--- config.mk ---
export PLATFORM = sky130hd
export DESIGN_NAME = cart_loader_top
export DESIGN_NICKNAME = d
export VERILOG_FILES = /design/src/rtl/cart_pkg.sv /design/src/rtl/dl_classify.sv /design/src/rtl/cart_header_parser.sv /design/src/rtl/cheat_assembler.sv /design/src/rtl/cart_apb_regs.sv /design/src/rtl/cart_loader_top.sv
export VERILOG_INCLUDE_DIRS = /design/src /design/src/rtl
export SDC_FILE = /design/constraint.sdc
export NUM_CORES = 1
export LEC_CHECK = 0
export BUFFER_PORTS_ARGS = -buffer_cell sky130_fd_sc_hd__buf_2
export CELL_PAD_IN_SITES_DETAIL_PLACEMENT = 0
export CELL_PAD_IN_SITES_GLOBAL_PLACEMENT = 1
export CORE_ASPECT_RATIO = 1.1
export CORE_MARGIN = 10
export CORE_UTILIZATION = 30
export CTS_CLUSTER_DIAMETER = 40
export DETAILED_ROUTE_END_ITERATION = 10
export PLACE_DENSITY_LB_ADDON = 0.1
export SYNTH_ARGS = -nofsm -noshare
export SYNTH_HDL_FRONTEND = slang
export SYNTH_SLANG_ARGS = --single-unit
--- constraint.sdc ---
create_clock -name clk_sys -period 5.3 [get_ports clk_sys]
set_clock_uncertainty 0.1 [all_clocks]
set_input_delay 1.325 -clock clk_sys [delete_from_list [all_inputs] [get_ports clk_sys]]
set_output_delay 1.325 -clock clk_sys [all_outputs]
set_load 0.01 [all_outputs]
--- src/rtl/cart_cfg.svh ---
// Download widths, cheat index, header offsets and APB register map macros
`ifndef CART_CFG_SVH
`define CART_CFG_SVH

// ======================================================================
// Download stream
// ======================================================================
`define CART_ADDR_W       25
`define CART_DATA_W       16
// Index of a cheat code download, everything else is a cartridge
`define CART_CODE_INDEX   8'hff

// Copier header in front of the image
`define CART_COPIER_OFS   25'h0000200
// Byte address of the size field, RAM size sits 2 bytes higher
`define CART_LOROM_INFO   25'h0007fd6
`define CART_HIROM_INFO   25'h000ffd6
`define CART_EXHIROM_INFO 25'h040ffd6

// ======================================================================
// APB register map
// ======================================================================
`define CART_REG_CTRL     8'h00
`define CART_REG_INFO     8'h04
`define CART_REG_ROM_MASK 8'h08
`define CART_REG_RAM_MASK 8'h0c
`define CART_REG_CHEATS   8'h10
`endif

--- src/rtl/cart_pkg.sv ---
// Shared types of the cartridge loader: download word, settings, results and APB bus
`include "cart_cfg.svh"
`default_nettype none

package cart_pkg;

	// One word of the download stream after classification
	typedef struct packed {
		logic                    is_code;
		logic [`CART_ADDR_W-1:0] addr;
		logic [`CART_DATA_W-1:0] data;
	} dl_word_t;

	typedef enum logic [2:0] {
		HDR_AUTO    = 3'd0,
		HDR_NONE    = 3'd1,
		HDR_LOROM   = 3'd2,
		HDR_HIROM   = 3'd3,
		HDR_EXHIROM = 3'd4
	} header_mode_e;

	typedef enum logic [1:0] {
		REG_AUTO = 2'd0,
		REG_NTSC = 2'd1,
		REG_PAL  = 2'd2
	} region_mode_e;

	// User settings from the CTRL register
	typedef struct packed {
		header_mode_e header_mode;
		region_mode_e region_mode;
		logic         cheat_en;
	} cart_ctrl_t;

	// Parse results
	typedef struct packed {
		logic [7:0]  rom_type;
		logic [23:0] rom_mask;
		logic [23:0] ram_mask;
		logic        pal;
	} rom_info_t;

	typedef struct packed {
		logic [31:0] flags;
		logic [31:0] addr;
		logic [31:0] compare;
		logic [31:0] replace;
	} cheat_code_t;

	typedef struct packed {
		logic        psel;
		logic        penable;
		logic        pwrite;
		logic [7:0]  paddr;
		logic [31:0] pwdata;
	} apb_req_t;

	typedef struct packed {
		logic [31:0] prdata;
		logic        pready;
		logic        pslverr;
	} apb_rsp_t;

endpackage

`default_nettype wire

--- src/rtl/dl_classify.sv ---
// Download input stage: registers the word stream, tags code words, detects download start
`include "cart_cfg.svh"
`default_nettype none

module dl_classify
	import cart_pkg::*;
(
	input  wire                    clk_sys,
	input  wire                    reset,
	input  wire                    dl_active,
	input  wire [7:0]              dl_index,
	input  wire                    dl_wr,
	input  wire [`CART_ADDR_W-1:0] dl_addr,
	input  wire [`CART_DATA_W-1:0] dl_data,
	output dl_word_t               dl_word,
	output logic                   dl_valid,
	output logic                   dl_busy,
	output logic                   dl_start
);

	logic is_code;

	assign is_code = (dl_index == `CART_CODE_INDEX);

	// Word payload, held between writes
	always_ff @(posedge clk_sys) begin
		if (dl_wr) begin
			dl_word.is_code <= is_code;
			dl_word.addr    <= dl_addr;
			dl_word.data    <= dl_data;
		end
	end

	always_ff @(posedge clk_sys) begin
		if (reset) begin
			dl_valid <= 1'b0;
			dl_busy  <= 1'b0;
			dl_start <= 1'b0;
		end else begin
			dl_valid <= dl_wr & dl_active;
			dl_busy  <= dl_active;
			// Rising edge of a cartridge download
			dl_start <= dl_active & ~dl_busy & ~is_code;
		end
	end

endmodule

`default_nettype wire

--- src/rtl/cart_header_parser.sv ---
// Cartridge header parser: ROM type, ROM and RAM sizes, address masks and video region
`include "cart_cfg.svh"
`default_nettype none

module cart_header_parser
	import cart_pkg::*;
(
	input  wire               clk_sys,
	input  wire               reset,
	input  wire dl_word_t     dl_word,
	input  wire               dl_valid,
	input  wire               dl_busy,
	input  wire               dl_start,
	input  wire header_mode_e header_mode,
	input  wire region_mode_e region_mode,
	output rom_info_t         rom_info
);

	logic [3:0]              rom_size;
	logic [3:0]              ram_size;
	logic                    size_valid;
	logic [7:0]              rom_type;
	logic                    hdr_region;
	logic                    pal;
	logic                    forced;
	logic [`CART_ADDR_W-1:0] info_base;
	logic                    cart_wr;

	assign cart_wr = dl_valid & ~dl_word.is_code;

	// Size field location of the forced mapping
	always_comb begin
		forced    = 1'b1;
		info_base = `CART_LOROM_INFO;
		case (header_mode)
			HDR_LOROM:   info_base = `CART_LOROM_INFO;
			HDR_HIROM:   info_base = `CART_HIROM_INFO;
			HDR_EXHIROM: info_base = `CART_EXHIROM_INFO;
			default:     forced = 1'b0;
		endcase
	end

	always_ff @(posedge clk_sys) begin
		if (reset) begin
			rom_size   <= 4'h0;
			ram_size   <= 4'h0;
			size_valid <= 1'b0;
			rom_type   <= 8'h00;
			hdr_region <= 1'b0;
		end else begin
			if (dl_start)
				hdr_region <= 1'b0;
			if (cart_wr) begin
				// First word carries the packed sizes and type
				if (dl_word.addr == '0) begin
					rom_size   <= 4'hc;
					ram_size   <= 4'h0;
					size_valid <= 1'b1;
					if (header_mode == HDR_AUTO && dl_word.data[7:0] != 8'h00)
						{ram_size, rom_size} <= dl_word.data[7:0];
					case (header_mode)
						HDR_AUTO:    rom_type <= dl_word.data[15:8];
						HDR_HIROM:   rom_type <= 8'h01;
						HDR_EXHIROM: rom_type <= 8'h02;
						default:     rom_type <= 8'h00;
					endcase
				end
				if (dl_word.addr == `CART_ADDR_W'd2)
					hdr_region <= dl_word.data[8];
				// Internal header behind the copier block
				if (forced && dl_word.addr == info_base + `CART_COPIER_OFS) begin
					rom_size   <= dl_word.data[11:8];
					size_valid <= 1'b1;
				end
				if (forced && dl_word.addr == info_base + `CART_COPIER_OFS + `CART_ADDR_W'd2)
					ram_size <= dl_word.data[3:0];
			end
		end
	end

	// Region is only allowed to move between downloads
	always_ff @(posedge clk_sys) begin
		if (reset)
			pal <= 1'b0;
		else if (!dl_busy)
			pal <= (region_mode == REG_AUTO) ? hdr_region : (region_mode == REG_PAL);
	end

	always_comb begin
		rom_info.rom_type = rom_type;
		rom_info.rom_mask = size_valid ? (24'd1024 << rom_size) - 24'd1 : 24'd0;
		rom_info.ram_mask = (ram_size != 4'h0) ? (24'd1024 << ram_size) - 24'd1 : 24'd0;
		rom_info.pal      = pal;
	end

endmodule

`default_nettype wire

--- src/rtl/cheat_assembler.sv ---
// Cheat code assembler: collects eight download words into one 128-bit code
`default_nettype none

module cheat_assembler
	import cart_pkg::*;
(
	input  wire           clk_sys,
	input  wire           reset,
	input  wire dl_word_t dl_word,
	input  wire           dl_valid,
	input  wire           dl_start,
	output cheat_code_t   cheat_code,
	output logic          cheat_valid,
	output logic          cheat_clear
);

	logic code_wr;

	assign code_wr = dl_valid & dl_word.is_code;

	// Low half first for every field
	always_ff @(posedge clk_sys) begin
		if (code_wr) begin
			case (dl_word.addr[3:0])
				4'd0:  cheat_code.flags[15:0]    <= dl_word.data;
				4'd2:  cheat_code.flags[31:16]   <= dl_word.data;
				4'd4:  cheat_code.addr[15:0]     <= dl_word.data;
				4'd6:  cheat_code.addr[31:16]    <= dl_word.data;
				4'd8:  cheat_code.compare[15:0]  <= dl_word.data;
				4'd10: cheat_code.compare[31:16] <= dl_word.data;
				4'd12: cheat_code.replace[15:0]  <= dl_word.data;
				4'd14: cheat_code.replace[31:16] <= dl_word.data;
				default: ;
			endcase
		end
	end

	always_ff @(posedge clk_sys) begin
		if (reset) begin
			cheat_valid <= 1'b0;
			cheat_clear <= 1'b0;
		end else begin
			// Last word completes the code
			cheat_valid <= code_wr && (dl_word.addr[3:0] == 4'd14);
			// New code list or new cartridge drops the old codes
			cheat_clear <= dl_start | (code_wr && dl_word.addr == '0);
		end
	end

endmodule

`default_nettype wire

--- src/rtl/cart_apb_regs.sv ---
// APB control and status registers: settings, parse results and cheat code counter
`include "cart_cfg.svh"
`default_nettype none

module cart_apb_regs
	import cart_pkg::*;
(
	input  wire            clk_sys,
	input  wire            reset,
	input  wire apb_req_t  apb_req,
	output apb_rsp_t       apb_rsp,
	input  wire rom_info_t rom_info,
	input  wire            dl_busy,
	input  wire            cheat_valid,
	input  wire            cheat_clear,
	output cart_ctrl_t     cart_ctrl
);

	logic        access;
	logic        mapped;
	logic [31:0] rdata;
	logic [31:0] cheat_cnt;

	assign access = apb_req.psel & apb_req.penable;

	// ======================================================================
	// CTRL, the only writable register
	// ======================================================================
	always_ff @(posedge clk_sys) begin
		if (reset) begin
			cart_ctrl <= '0;
		end else if (access && apb_req.pwrite && apb_req.paddr == `CART_REG_CTRL) begin
			cart_ctrl.header_mode <= header_mode_e'(apb_req.pwdata[2:0]);
			cart_ctrl.region_mode <= region_mode_e'(apb_req.pwdata[5:4]);
			cart_ctrl.cheat_en    <= apb_req.pwdata[8];
		end
	end

	// Codes received since the last clear
	always_ff @(posedge clk_sys) begin
		if (reset || cheat_clear)
			cheat_cnt <= 32'd0;
		else if (cheat_valid)
			cheat_cnt <= cheat_cnt + 32'd1;
	end

	// Read mux
	always_comb begin
		mapped = 1'b1;
		rdata  = 32'd0;
		case (apb_req.paddr)
			`CART_REG_CTRL: rdata = {23'd0, cart_ctrl.cheat_en, 2'b00,
				cart_ctrl.region_mode, 1'b0, cart_ctrl.header_mode};
			`CART_REG_INFO:     rdata = {22'd0, dl_busy, rom_info.pal, rom_info.rom_type};
			`CART_REG_ROM_MASK: rdata = {8'd0, rom_info.rom_mask};
			`CART_REG_RAM_MASK: rdata = {8'd0, rom_info.ram_mask};
			`CART_REG_CHEATS:   rdata = cheat_cnt;
			default:            mapped = 1'b0;
		endcase
	end

	always_comb begin
		apb_rsp.prdata  = rdata;
		apb_rsp.pready  = 1'b1;
		apb_rsp.pslverr = access & (~mapped | (apb_req.pwrite & apb_req.paddr != `CART_REG_CTRL));
	end

endmodule

`default_nettype wire

--- src/rtl/cart_loader_top.sv ---
// Cartridge loader top level: download classifier, header parser, cheat assembler, APB registers
`include "cart_cfg.svh"
`default_nettype none

module cart_loader_top
	import cart_pkg::*;
(
	input  wire                    clk_sys,
	input  wire                    reset,
	input  wire                    dl_active,
	input  wire [7:0]              dl_index,
	input  wire                    dl_wr,
	input  wire [`CART_ADDR_W-1:0] dl_addr,
	input  wire [`CART_DATA_W-1:0] dl_data,
	input  wire apb_req_t          apb_req,
	output apb_rsp_t               apb_rsp,
	output rom_info_t              rom_info,
	output cheat_code_t            cheat_code,
	output logic                   cheat_valid,
	output logic                   cheat_clear
);

	dl_word_t   dl_word;
	logic       dl_valid;
	logic       dl_busy;
	logic       dl_start;
	cart_ctrl_t cart_ctrl;
	logic       code_done;

	dl_classify u_classify (.clk_sys, .reset, .dl_active, .dl_index, .dl_wr, .dl_addr,
		.dl_data, .dl_word, .dl_valid, .dl_busy, .dl_start);

	cart_header_parser u_parser (.clk_sys, .reset, .dl_word, .dl_valid, .dl_busy,
		.dl_start, .header_mode(cart_ctrl.header_mode),
		.region_mode(cart_ctrl.region_mode), .rom_info);

	cheat_assembler u_cheats (.clk_sys, .reset, .dl_word, .dl_valid, .dl_start,
		.cheat_code, .cheat_valid(code_done), .cheat_clear);

	// Codes only reach the core with cheats enabled
	assign cheat_valid = code_done & cart_ctrl.cheat_en;

	cart_apb_regs u_regs (.clk_sys, .reset, .apb_req, .apb_rsp, .rom_info, .dl_busy,
		.cheat_valid, .cheat_clear, .cart_ctrl);

endmodule

`default_nettype wire

======== Word-level counts from Yosys, hierarchy flattened ========
Index checks and enable logic that the tools add are counted.
storage, ports and cells
  bits in registers ....................... 232
  input port bits ......................... 96
  output and inout bits ................... 221
  word-level logic and storage cells ...... 117
operators by class
  add/sub/neg operators ................... 5
  equality and inequality tests ........... 19
  shift-type cells ........................ 2
  multiplexer cells ....................... 19
  bitwise operators ....................... 15
  reductions and logical operators ........ 31
operators by type and width
  cell                                                 count
  case mux 32 bit (5 select lines)                     1
  == test 25 bit                                       2
  two-way mux 24 bit                                   2
  << shifter 11 x 4 -> 24 bit (first input constant)   2
  subtractor 24 x 1 -> 24 bit (second input constant)  2
  case mux 23 bit (2 select lines)                     1
  adder 32 x 1 -> 32 bit (second input constant)       1
  adder 25 x 2 -> 25 bit (second input constant)       1
  == test 25 x 2 -> 1 bit (second input constant)      1
  zero test 25 bit                                     1
  adder 23 x 10 -> 24 bit (second input constant)      1
  two-way mux 4 bit                                    6
  case mux 8 bit (3 select lines)                      1
  AND reduction 2 bit                                  11
  == test 4 bit (second input constant)                4
  == test 8 x 4 -> 1 bit (second input constant)       2
  nonzero test 8 bit                                   2
  bitwise AND 1 bit                                    9
  == test 4 x 3 -> 1 bit (second input constant)       2
  == test 8 x 3 -> 1 bit (second input constant)       1
  == test 8 x 5 -> 1 bit (second input constant)       1
  == test 8 bit (second input constant)                1
  zero test 8 bit                                      1
  two-way mux 1 bit                                    8
  15 further kinds                                     27

======== Logic depth before layout (Yosys ltp) ========
Gate-level depths: netlist of run 1.
  depth in word-level cells ............... 8
  mapped depth ............................ 9
  gate-level depth less buffers ........... 8

======== Modules after synthesis ========
Synthesis of run 1 repeated with hierarchy kept, for this count alone.
unflattened totals
  cell total of the unflattened synthesis .. 761
  area total of the unflattened synthesis .. 9676.8 um^2
by module, submodules not included
  module              times used  cells an instance  area each (um^2)  sequential area each (um^2)
  cheat_assembler     1           153                4026.4            3883.7
  cart_apb_regs       1           322                2511.2            760.7
  cart_header_parser  1           233                1761.7            380.4
  dl_classify         1           52                 1371.3            1321.3
  cart_loader_top     1           1                  6.3               0.0

======== Worst setup path after synthesis of run 1 ========
OpenSTA, ideal clock, no wires.
  kind .................................... in2out
  from .................................... input apb_req[37] (netlist name)
  to ...................................... output apb_rsp[12] (netlist name)
  arrival time ............................ 2997 ps
  data required time ...................... 3875 ps
  setup slack ............................. 878 ps
  stages on the path ...................... 6
  buffers on the path ..................... 1
  cells stage by stage .................... or4_4 > nor3_1 > and3b_1 > buf_2 > nand2_1 > o21ai_0
RTL lines
  item         RTL line               source
  from (decl)  cart_loader_top.sv:15  input wire apb_req_t apb_req,
  to (decl)    cart_loader_top.sv:16  output apb_rsp_t apb_rsp,

==> results of run 1 <==
## worst reg2reg max path, stage by stage, from the launching register on
cell	delay, ns
dfxtp_1	0.45
and4_1	0.29
nand3_1	0.43
or4_1	0.76
or3_1	0.35
a21oi_1	0.14
## registers in the layout, indices dropped and copies added (netlist names), 4 cells and up
signal	flops
u_cheats.cheat_code	128
u_classify.dl_word	42
u_parser.ram_size	4
u_parser.rom_size	4
u_parser.rom_type	8
u_regs.cart_ctrl	6
u_regs.cheat_cnt	32
## report_power, final
group          internal (mW)  total [mW]  leakage, nW  switching (mW)
Combinational         0.0337      0.0813         2.21          0.0476
Sequential              1.99        2.04         2.06          0.0480
Clock                   1.41        2.28        0.575           0.871
Total                   3.44        4.40         4.85           0.967
## cells in the final DEF (no fill, tap or decap), types with 4 or more instances in the layout
| cell | Yosys | final |
|---|---|---|
| clkinvlp_4 | 0 | 4 |
| nand2b_1 | 9 | 9 |
| nand3_1 | 26 | 26 |
| buf_4 | 21 | 14 |
| inv_6 | 0 | 8 |
| a211oi_1 | 10 | 10 |
| clkbuf_8 | 0 | 4 |
| and4_1 | 6 | 6 |
| mux2i_1 | 8 | 8 |
| nor3_1 | 19 | 16 |
| a221o_1 | 8 | 8 |
| a21oi_1 | 28 | 28 |
| and3_1 | 9 | 9 |
| nor2_1 | 60 | 56 |
| dfxtp_1 | 62 | 62 |
| a222oi_1 | 6 | 6 |
| o21ai_0 | 16 | 16 |
| or4_1 | 4 | 4 |
| o21a_1 | 4 | 4 |
| xnor2_1 | 13 | 13 |
| buf_2 | 7 | 289 |
| nand2_1 | 56 | 56 |
| nor2_2 | 0 | 4 |
| and2_1 | 17 | 17 |
| nand4_1 | 12 | 12 |
| inv_1 | 11 | 11 |
| nor2b_1 | 11 | 11 |
| clkbuf_16 | 0 | 37 |
| nor4_1 | 10 | 10 |
| nor3_2 | 1 | 4 |
| a22oi_1 | 14 | 14 |
| or3_1 | 5 | 5 |
| a211oi_2 | 4 | 4 |
| xor2_1 | 11 | 11 |
| edfxtp_1 | 170 | 170 |
## cells by family (layout without fill, tap and decap cells)
family / Yosys count / in the layout / synth area share, %
DFF: 232 / 232 / 68.2
and+or+nand+nor: 267 / 267 / 15.5
other: 1 / 1 / 0.0403
muxes: 8 / 8 / 0.860
xor gates and xnor gates: 24 / 24 / 2.26
buffers and inverters: 66 / 379 / 3.61
adders and majority gates: 3 / 3 / 0.403
AOI/OAI and AO/OA: 116 / 116 / 9.18
## synthesized netlist by cell type (14+ instances only)
cell	n
a21oi_1	28
a22oi_1	14
and2_1	17
buf_4	21
clkbuf_1	25
dfxtp_1	62
edfxtp_1	170
nand2_1	56
nand3_1	26
nor2_1	60
nor3_1	19
o21ai_0	16
## per-stage QoR
| stage | utilization [%] | instances | hold slack [ns] | area (um^2) | power (mW) |
|---|---|---|---|---|---|
| final | 40.4 | 1444 | 0.380 | 12300 | 4.40 |
| after global routing | 40.4 | 1444 | 0.412 | 12300 | 4.56 |
| after CTS | 40.4 | 1444 | 0.386 | 12300 | 4.47 |
| after detailed placement | 36.5 | 1380 | 0.374 | 11100 | 2.16 |
| after global placement | 36.5 | 1380 | 0.372 | 11100 | 2.16 |
| after floorplan | - | 717 | 0.341 | 9310 | 2.09 |
## routing by layer
metal  vias to the layer above  share of wire [%]  track usage [%]
li1                       3259                  -                -
met1                      3175                 44             18.3
met2                       239                 48             24.5
met3                        41                7.1             4.47
met4                         0                1.8             4.09
met5                         -                  0                0
## path summary, 6_finish.rpt
kind | depth (start not counted) | from | end
max | 8 | apb_req[37] | apb_rsp[3]
min | 2 | u_classify.dl_start | u_cheats.cheat_clear
max reg2reg | 5 | u_regs.cheat_cnt[8] | u_regs.cheat_cnt[31]
min reg2reg | 2 | u_classify.dl_start | u_cheats.cheat_clear
## layout make-up
cell class                 count  area (um^2)
sequential                   232         6350
timing repair buffer         304         1570
clock inverter                20          196
multi-input combinational    419         2650
tap                          414          518
inverter                      11         41.3
clock buffer                  44          992
fill                        3058        18200
==> impl_metrics.py, run 1 <==
metrics = {
    "status": {
        "status": "finished clean",
    },
    "global_routing": {
        "grt_usage_pct": 14.7,
        "grt_max_degree": 44,
        "grt_pass1_vias": 7001,
        "grt_first_pass_wirelength_mm": 44.0,
        "antenna_found_initial": 0,
        "grt_overflow": 0,
    },
    "sta": {
        "final_hold_viol_count": 0,
        "worst_pin_slew_ns": 1.09,
        "final-setup-viol-count": 0,
        "period_minus_slack_ns": 4.68,
        "slew_violations": 0,
        "fin_crit_sh_pct": 88.4,
        "post-route-worst-setup-slack_ns": 0.616,
        "rsz0062_at_grt": "no",
        "max_slew_margin_pct": 27.2,
        "setup-tns-final_ns": 0,
        "clock.fmax_ghz": 0.214,
    },
    "cells_and_area": {
        "fin_nets": 1103,
        "drive_gt1_share_pct": 38.1,
        "syn_to_final_growth_pct": 32.3,
        "diodes": 0,
    },
    "floorplanning": {
        "start_util_pct": 30.5,
        "fp-row-count": 67,
        "die_w_um": 188,
        "ioPinCount": 317,
        "core-area_um2": 30500,
        "die_y_um": 205,
        "die_area_um2": 38500,
    },
    "cts": {
        "cts_max_level": 2,
        "cts-buffers-inserted": 36,
        "cts.sinks": 232,
        "clock_path_buffers": 3,
        "clock_latency_ns": 0.52,
        "post-cts-setup-buffers": 0,
        "cts_resized": 0,
        "clkTransAtPathRegs_ns": 0.05,
        "cts_tree": "built",
        "cts_hold_buf": 0,
        "root_buffer": "clkbuf_16",
    },
    "synth": {
        "synthDominantCellAreaShare_pct": 54.8,
        "async_flop_share_pct": 0,
        "synth.distinct_cells": 68,
        "synth_nets": 816,
        "yosysSeqAreaShare_pct": 68.2,
        "avgSynthCellArea_um2": 13.0,
        "syn_area_um2": 9310,
        "yosys.area.top_type": "edfxtp_1",
        "synth_enable_flop_cells": 170,
        "postSynthCellCount": 717,
        "ys_ff_latch": 232,
        "synth.area.top_cells": "edfxtp_1 (55%), dfxtp_1 (13%), nor2_1 (2.4%), nand2_1 (2.3%), buf_4 (1.7%)",
        "synth_ff_type": "edfxtp_1",
        "synth_warnings": 0,
    },
    "worst_setup_path": {
        "worst_ep_required_time_ns": 3.88,
        "cp_data_arrival_time_ns": 3.26,
        "cp-end-kind": "output port",
        "worst-path-buf-inv": 3,
        "start_kind": "input pin",
        "crit_type": "input pin to output port",
        "cp_slowest_stage_delay_ns": 0.57,
        "cp_slowest_cell": "or4_4",
        "path_max_fanout": 8,
        "cpMostUsedCell": "buf_2",
        "reg2reg_slack_ns": 2.71,
        "worstPathCellList": "buf_2 > or4_4 > nor3_1 > buf_4 > and3b_1 > a22oi_1 > nand2_1 > buf_2",
        "crit_family": "simple AND/OR/NAND/NOR gates",
    },
    "drt": {
        "viasPerCell": 4.65,
        "initialDrtViolationCount": 391,
        "drc": 0,
        "wl_per_cell_um": 20.5,
        "first_pass_iters": 5,
        "via_count": 6714,
        "wirelength_mm": 29.6,
        "ant_nets": 0,
    },
    "placed_design": {
        "dp_slack_ns": 0.588,
        "gp_congestion": 0.810,
        "dp_hpwl_mm": 21.8,
        "numPortBuffers": 289,
    },
    "min_path": {
        "hold_class": "register to register",
    },
    "power": {
        "vdd_drop_max_mv": 0.156,
        "cellLeakagePower_nw": 4.85,
        "p_per_area_nw_per_um2": 357,
    },
    "run": {
        "maxCapViolations": 0,
    },
}
Power figures use the tool's default switching activity.
==> run 2, diff against run 1 <==
Settings changed: BUFFER_PORTS_ARGS -buffer_cell sky130_fd_sc_hd__buf_2 to -buffer_cell sky130_fd_sc_hd__buf_4.
==> impl_metrics.py, run 2 (synthesis results as in run 1) <==
metrics = {
    "global_routing": {
        "grt_util_met3_pct": 3.93,
        "antenna_found_initial": 0,
        "grt-busiest-layer": "met2",
        "grt_max_degree": 44,
        "grt_first_pass_wirelength_mm": 43.7,
        "grt_usage_pct": 14.7,
        "grt_overflow": 0,
        "met1_usage_pct": 18.4,
        "grt_pass1_vias": 6920,
        "grt_use_met2_pct": 24.8,
    },
    "cells_and_area": {
        "fillerInstances": 2935,
        "final_common_cell": "buf_4",
        "multi_input_area_um2": 2650,
        "syn_to_final_growth_pct": 39.7,
        "fin_nets": 1103,
        "design_area_um2": 13000,
        "layout_common_cells": "buf_4 (305), edfxtp_1 (170), dfxtp_1 (62)",
        "diodes": 0,
        "drive_gt1_share_pct": 37.6,
        "finalNonFillerCells": 1444,
        "ff_latch_area_um2": 6350,
        "largest_reg_flops": 128,
    },
    "run": {
        "maxCapViolations": 0,
    },
    "cts": {
        "clock_path_buffers": 3,
        "clkTransAtPathRegs_ns": 0.05,
        "clock_latency_ns": 0.51,
        "cts-buffers-inserted": 35,
        "cts_hold_buf": 0,
        "cts_tree": "built",
        "post-cts-setup-buffers": 0,
        "cts_max_level": 2,
        "cts.sinks": 232,
        "cts_resized": 0,
        "root_buffer": "clkbuf_16",
    },
    "min_path": {
        "hp-start": "u_classify.dl_start",
        "hold_end": "u_cheats.cheat_clear",
        "hold_depth": 2,
        "hold_class": "register to register",
    },
    "sta": {
        "max_slew_margin_pct": 28.3,
        "setup-tns-final_ns": 0,
        "slew_violations": 0,
        "clock.fmax_ghz": 0.214,
        "final_hold_viol_count": 0,
        "final-setup-viol-count": 0,
        "post-route-worst-setup-slack_ns": 0.627,
        "worst_pin_slew_ns": 1.07,
        "fin_crit_sh_pct": 88.2,
        "period_minus_slack_ns": 4.67,
        "rsz0062_at_grt": "no",
    },
    "floorplanning": {
        "die_w_um": 188,
        "start_util_pct": 30.5,
        "fp-row-count": 67,
        "die_y_um": 205,
        "ioPinCount": 317,
        "die_area_um2": 38500,
        "core-area_um2": 30500,
    },
    "status": {
        "status": "finished clean",
    },
    "power": {
        "p_seq_share_pct": 46.7,
        "internal_power_mw": 3.47,
        "p_sw_mw": 0.906,
        "cellLeakagePower_nw": 5.00,
        "vdd_drop_max_mv": 0.233,
        "comb_power_share_pct": 2.2,
        "p_per_area_nw_per_um2": 336,
        "power_mw": 4.37,
        "swShare_pct": 20.7,
        "power_frac_clock_pct": 51.1,
    },
    "drt": {
        "initialDrtViolationCount": 308,
        "wl_per_cell_um": 20.7,
        "drc": 0,
        "first_pass_iters": 5,
        "via_count": 6801,
        "wirelength_mm": 29.8,
        "viasPerCell": 4.71,
        "ant_nets": 0,
    },
    "worst_setup_path": {
        "r2r-end": "u_regs.cheat_cnt[29]",
        "reg2reg_slack_ns": 2.71,
        "cp_data_arrival_time_ns": 3.25,
        "crit_type": "input pin to output port",
        "path_max_fanout": 9,
        "worst_ep_required_time_ns": 3.88,
        "reg2regPathDepth": 5,
        "r2r_start": "u_regs.cheat_cnt[8]",
        "start_kind": "input pin",
        "cp-end-kind": "output port",
    },
    "placed_design": {
        "placed_cells": 1381,
        "dp_slack_ns": 0.648,
        "numPortBuffers": 289,
        "dp_hpwl_mm": 22.0,
        "post_dp_cell_area_um2": 11800,
        "gp_congestion": 0.784,
    },
}
==> run 2: cell types whose count changed in the layout (fill, tap and decap cells not counted), sizes merged <==
cell / delta
clkinv: +8
inv: -5
clkbuf: -3
clkinvlp: -3
bufinv: +2
buf: +1
==> run 2: how the worst max path moves through the flow <==
| stage | start | end | slack, ns | depth (start not counted) |
|---|---|---|---|---|
| final | apb_req[37] | apb_rsp[21] | 0.63 | 9 |
| after global routing | apb_req[37] | apb_rsp[21] | 0.52 | 9 |
| after CTS | apb_req[37] | apb_rsp[21] | 0.65 | 9 |
| after detailed placement | apb_req[37] | apb_rsp[21] | 0.65 | 9 |
| after global placement | apb_req[37] | apb_rsp[21] | 0.66 | 9 |
| after floorplan | apb_req[37] | apb_rsp[12] | 0.88 | 6 |
==> run 2: metal layers <==
layer	share of wire, %	up-vias
li1	-	3246
met1	44	3267
met2	48	247
met3	6.3	41
met4	1.8	0
met5	0	-
==> run 2: through the flow <==
stage | hold slack, ns | util (%)
after floorplan | 0.341 | -
after global placement | 0.374 | 38.8
after detailed placement | 0.367 | 38.8
after CTS | 0.387 | 42.6
after global routing | 0.403 | 42.6
final | 0.378 | 42.6
==> run 2: final cells by class <==
| class | count | area share, % |
|---|---|---|
| clock buffer | 41 | 7.22 |
| tap | 414 | 3.98 |
| sequential | 232 | 48.8 |
| multi-input combinational | 419 | 20.4 |
| inverter | 11 | 0.317 |
| clock inverter | 22 | 1.67 |
| timing repair buffer | 305 | 17.6 |
==> run 2: worst max-delay path, stage by stage <==
cell and delay [ns]:
buf_4 0.11, or4_4 0.57, nor3_1 0.15, buf_4 0.16
and3b_1 0.33, buf_4 0.23, a22oi_1 0.08, o31ai_1 0.12
buf_4 0.19
==> run 2: power by group through the flow <==
| stage | registers, mW | clock network [mW] | logic [mW] |
|---|---|---|---|
| after floorplan | 2.06 | 0 | 0.0321 |
| after global placement | 2.08 | 0 | 0.0990 |
| after detailed placement | 2.08 | 0 | 0.0991 |
| after CTS | 2.04 | 2.29 | 0.0996 |
| after global routing | 2.05 | 2.37 | 0.107 |
| final | 2.04 | 2.23 | 0.0974 |
==> run 3, diff against run 2 <==
Settings changed: CORE_MARGIN 10 to not set.
Clock period 5.3 ns to 4.4 ns, I/O delays scaled along.
==> impl_metrics.py, run 3 (synthesis results as in run 1) <==
metrics = {
    "global_routing": {
        "grt_usage_pct": 16.9,
        "grt_pass1_vias": 6775,
        "grt_first_pass_wirelength_mm": 40.7,
        "grt_overflow": 0,
        "antenna_found_initial": 0,
        "grt_max_degree": 44,
    },
    "power": {
        "p_per_area_nw_per_um2": 409,
        "vdd_drop_max_mv": 0.206,
        "cellLeakagePower_nw": 5.03,
        "power_mw": 5.35,
    },
    "drt": {
        "viasPerCell": 4.73,
        "ant_nets": 0,
        "first_pass_iters": 6,
        "initialDrtViolationCount": 416,
        "wl_per_cell_um": 18.7,
        "drc": 0,
        "via_count": 6860,
        "wirelength_mm": 27.2,
    },
    "sta": {
        "setup-tns-final_ns": 0,
        "final-setup-viol-count": 0,
        "hold_ws_ns": 0.383,
        "slew_violations": 0,
        "clock.fmax_ghz": 0.239,
        "fin_crit_sh_pct": 95.0,
        "period_minus_slack_ns": 4.18,
        "worst_pin_slew_ns": 1.09,
        "rsz0062_at_grt": "no",
        "max_slew_margin_pct": 27.5,
        "final_hold_viol_count": 0,
    },
    "min_path": {
        "hold_class": "register to register",
    },
    "status": {
        "status": "finished clean",
    },
    "placed_design": {
        "numPortBuffers": 289,
        "dp_hpwl_mm": 19.5,
        "placed_cells": 1385,
        "gp_congestion": 0.829,
    },
    "cts": {
        "cts.sinks": 232,
        "cts_max_level": 2,
        "cts-buffers-inserted": 36,
        "clock_path_buffers": 3,
        "root_buffer": "clkbuf_16",
        "post-cts-setup-buffers": 0,
        "cts_tree": "built",
        "clock_latency_ns": 0.51,
        "cts_resized": 0,
        "clkTransAtPathRegs_ns": 0.04,
        "cts_hold_buf": 0,
    },
    "run": {
        "maxCapViolations": 0,
    },
    "floorplanning": {
        "die_y_um": 187,
        "ioPinCount": 317,
        "core-area_um2": 30500,
        "die_w_um": 170,
        "start_util_pct": 30.5,
        "fp-row-count": 67,
        "die_area_um2": 31700,
    },
    "worst_setup_path": {
        "cp-end-kind": "output port",
        "start_kind": "input pin",
        "cp_data_arrival_time_ns": 2.98,
        "path_max_fanout": 10,
        "worst_ep_required_time_ns": 3.20,
        "crit_type": "input pin to output port",
    },
    "cells_and_area": {
        "drive_gt1_share_pct": 38.5,
        "final_common_cell": "buf_4",
        "syn_to_final_growth_pct": 40.4,
        "diodes": 0,
        "fin_nets": 1108,
        "largest_reg_flops": 128,
        "layout_common_cells": "buf_4 (309), edfxtp_1 (170), dfxtp_1 (62)",
        "finalNonFillerCells": 1451,
    },
}
## run 3: cell count changes in the layout (fill, tap and decap cells not counted), sizes merged
cell / change
bufinv: -1
clkbuf: -3
clkinvlp: +5
inv: +6
buf: +4
clkinv: -4
## run 3: area by class of cell
class	instances	area, um^2
Clock inverter	28	275
Inverter	11	41.3
Tap cell	414	518
Timing Repair Buffer	309	2320
Sequential cell	232	6350
Clock buffer	38	918
Fill cell	2988	17400
Multi-Input combinational cell	419	2650
## run 3: worst max-delay path, cell delays in order
cell	delay, ns
buf_4	0.11
or4_4	0.57
nor3_1	0.15
buf_4	0.16
and3b_1	0.29
buf_4	0.22
a22oi_1	0.08
o31ai_1	0.12
buf_4	0.19
## run 3: worst paths after layout
kind,from,to,slack (ns),cells past startpoint
worst max register to register,u_regs.cheat_cnt[8],u_regs.cheat_cnt[29],1.76,5
worst min-delay path,u_regs.cheat_cnt[31],u_regs.cheat_cnt[31],0.38,2
worst min register to register,u_regs.cheat_cnt[31],u_regs.cheat_cnt[31],0.38,2
worst max-delay path,apb_req[37],apb_rsp[21],0.22,9
## run 3: routing by layer
layer	part of all wire [%]	vias to the layer above	track usage, %	routed length, um
met4	2.0	0	4.78	538
met1	44	3311	21.7	12000
met3	6.2	43	3.67	1690
met5	0	-	0	0
met2	48	237	28.5	12900
li1	-	3269	-	-
## run 3: report_power, final
group	switching [mW]	internal [mW]	total, mW
clock network	1.09	1.68	2.78
logic	0.0558	0.0605	0.116
registers	0.0566	2.40	2.46
total	1.20	4.14	5.35
## run 3: stage by stage
step	cell area (um^2)	setup slack, ns	util, %
4_1_cts	13100	0.225	42.8
3_3_place_gp	11900	0.243	38.9
5_1_grt	13100	0.0794	42.8
6_report	13100	0.219	42.8
3_5_place_dp	11900	0.225	38.9
2_1_floorplan	9310	0.428	-
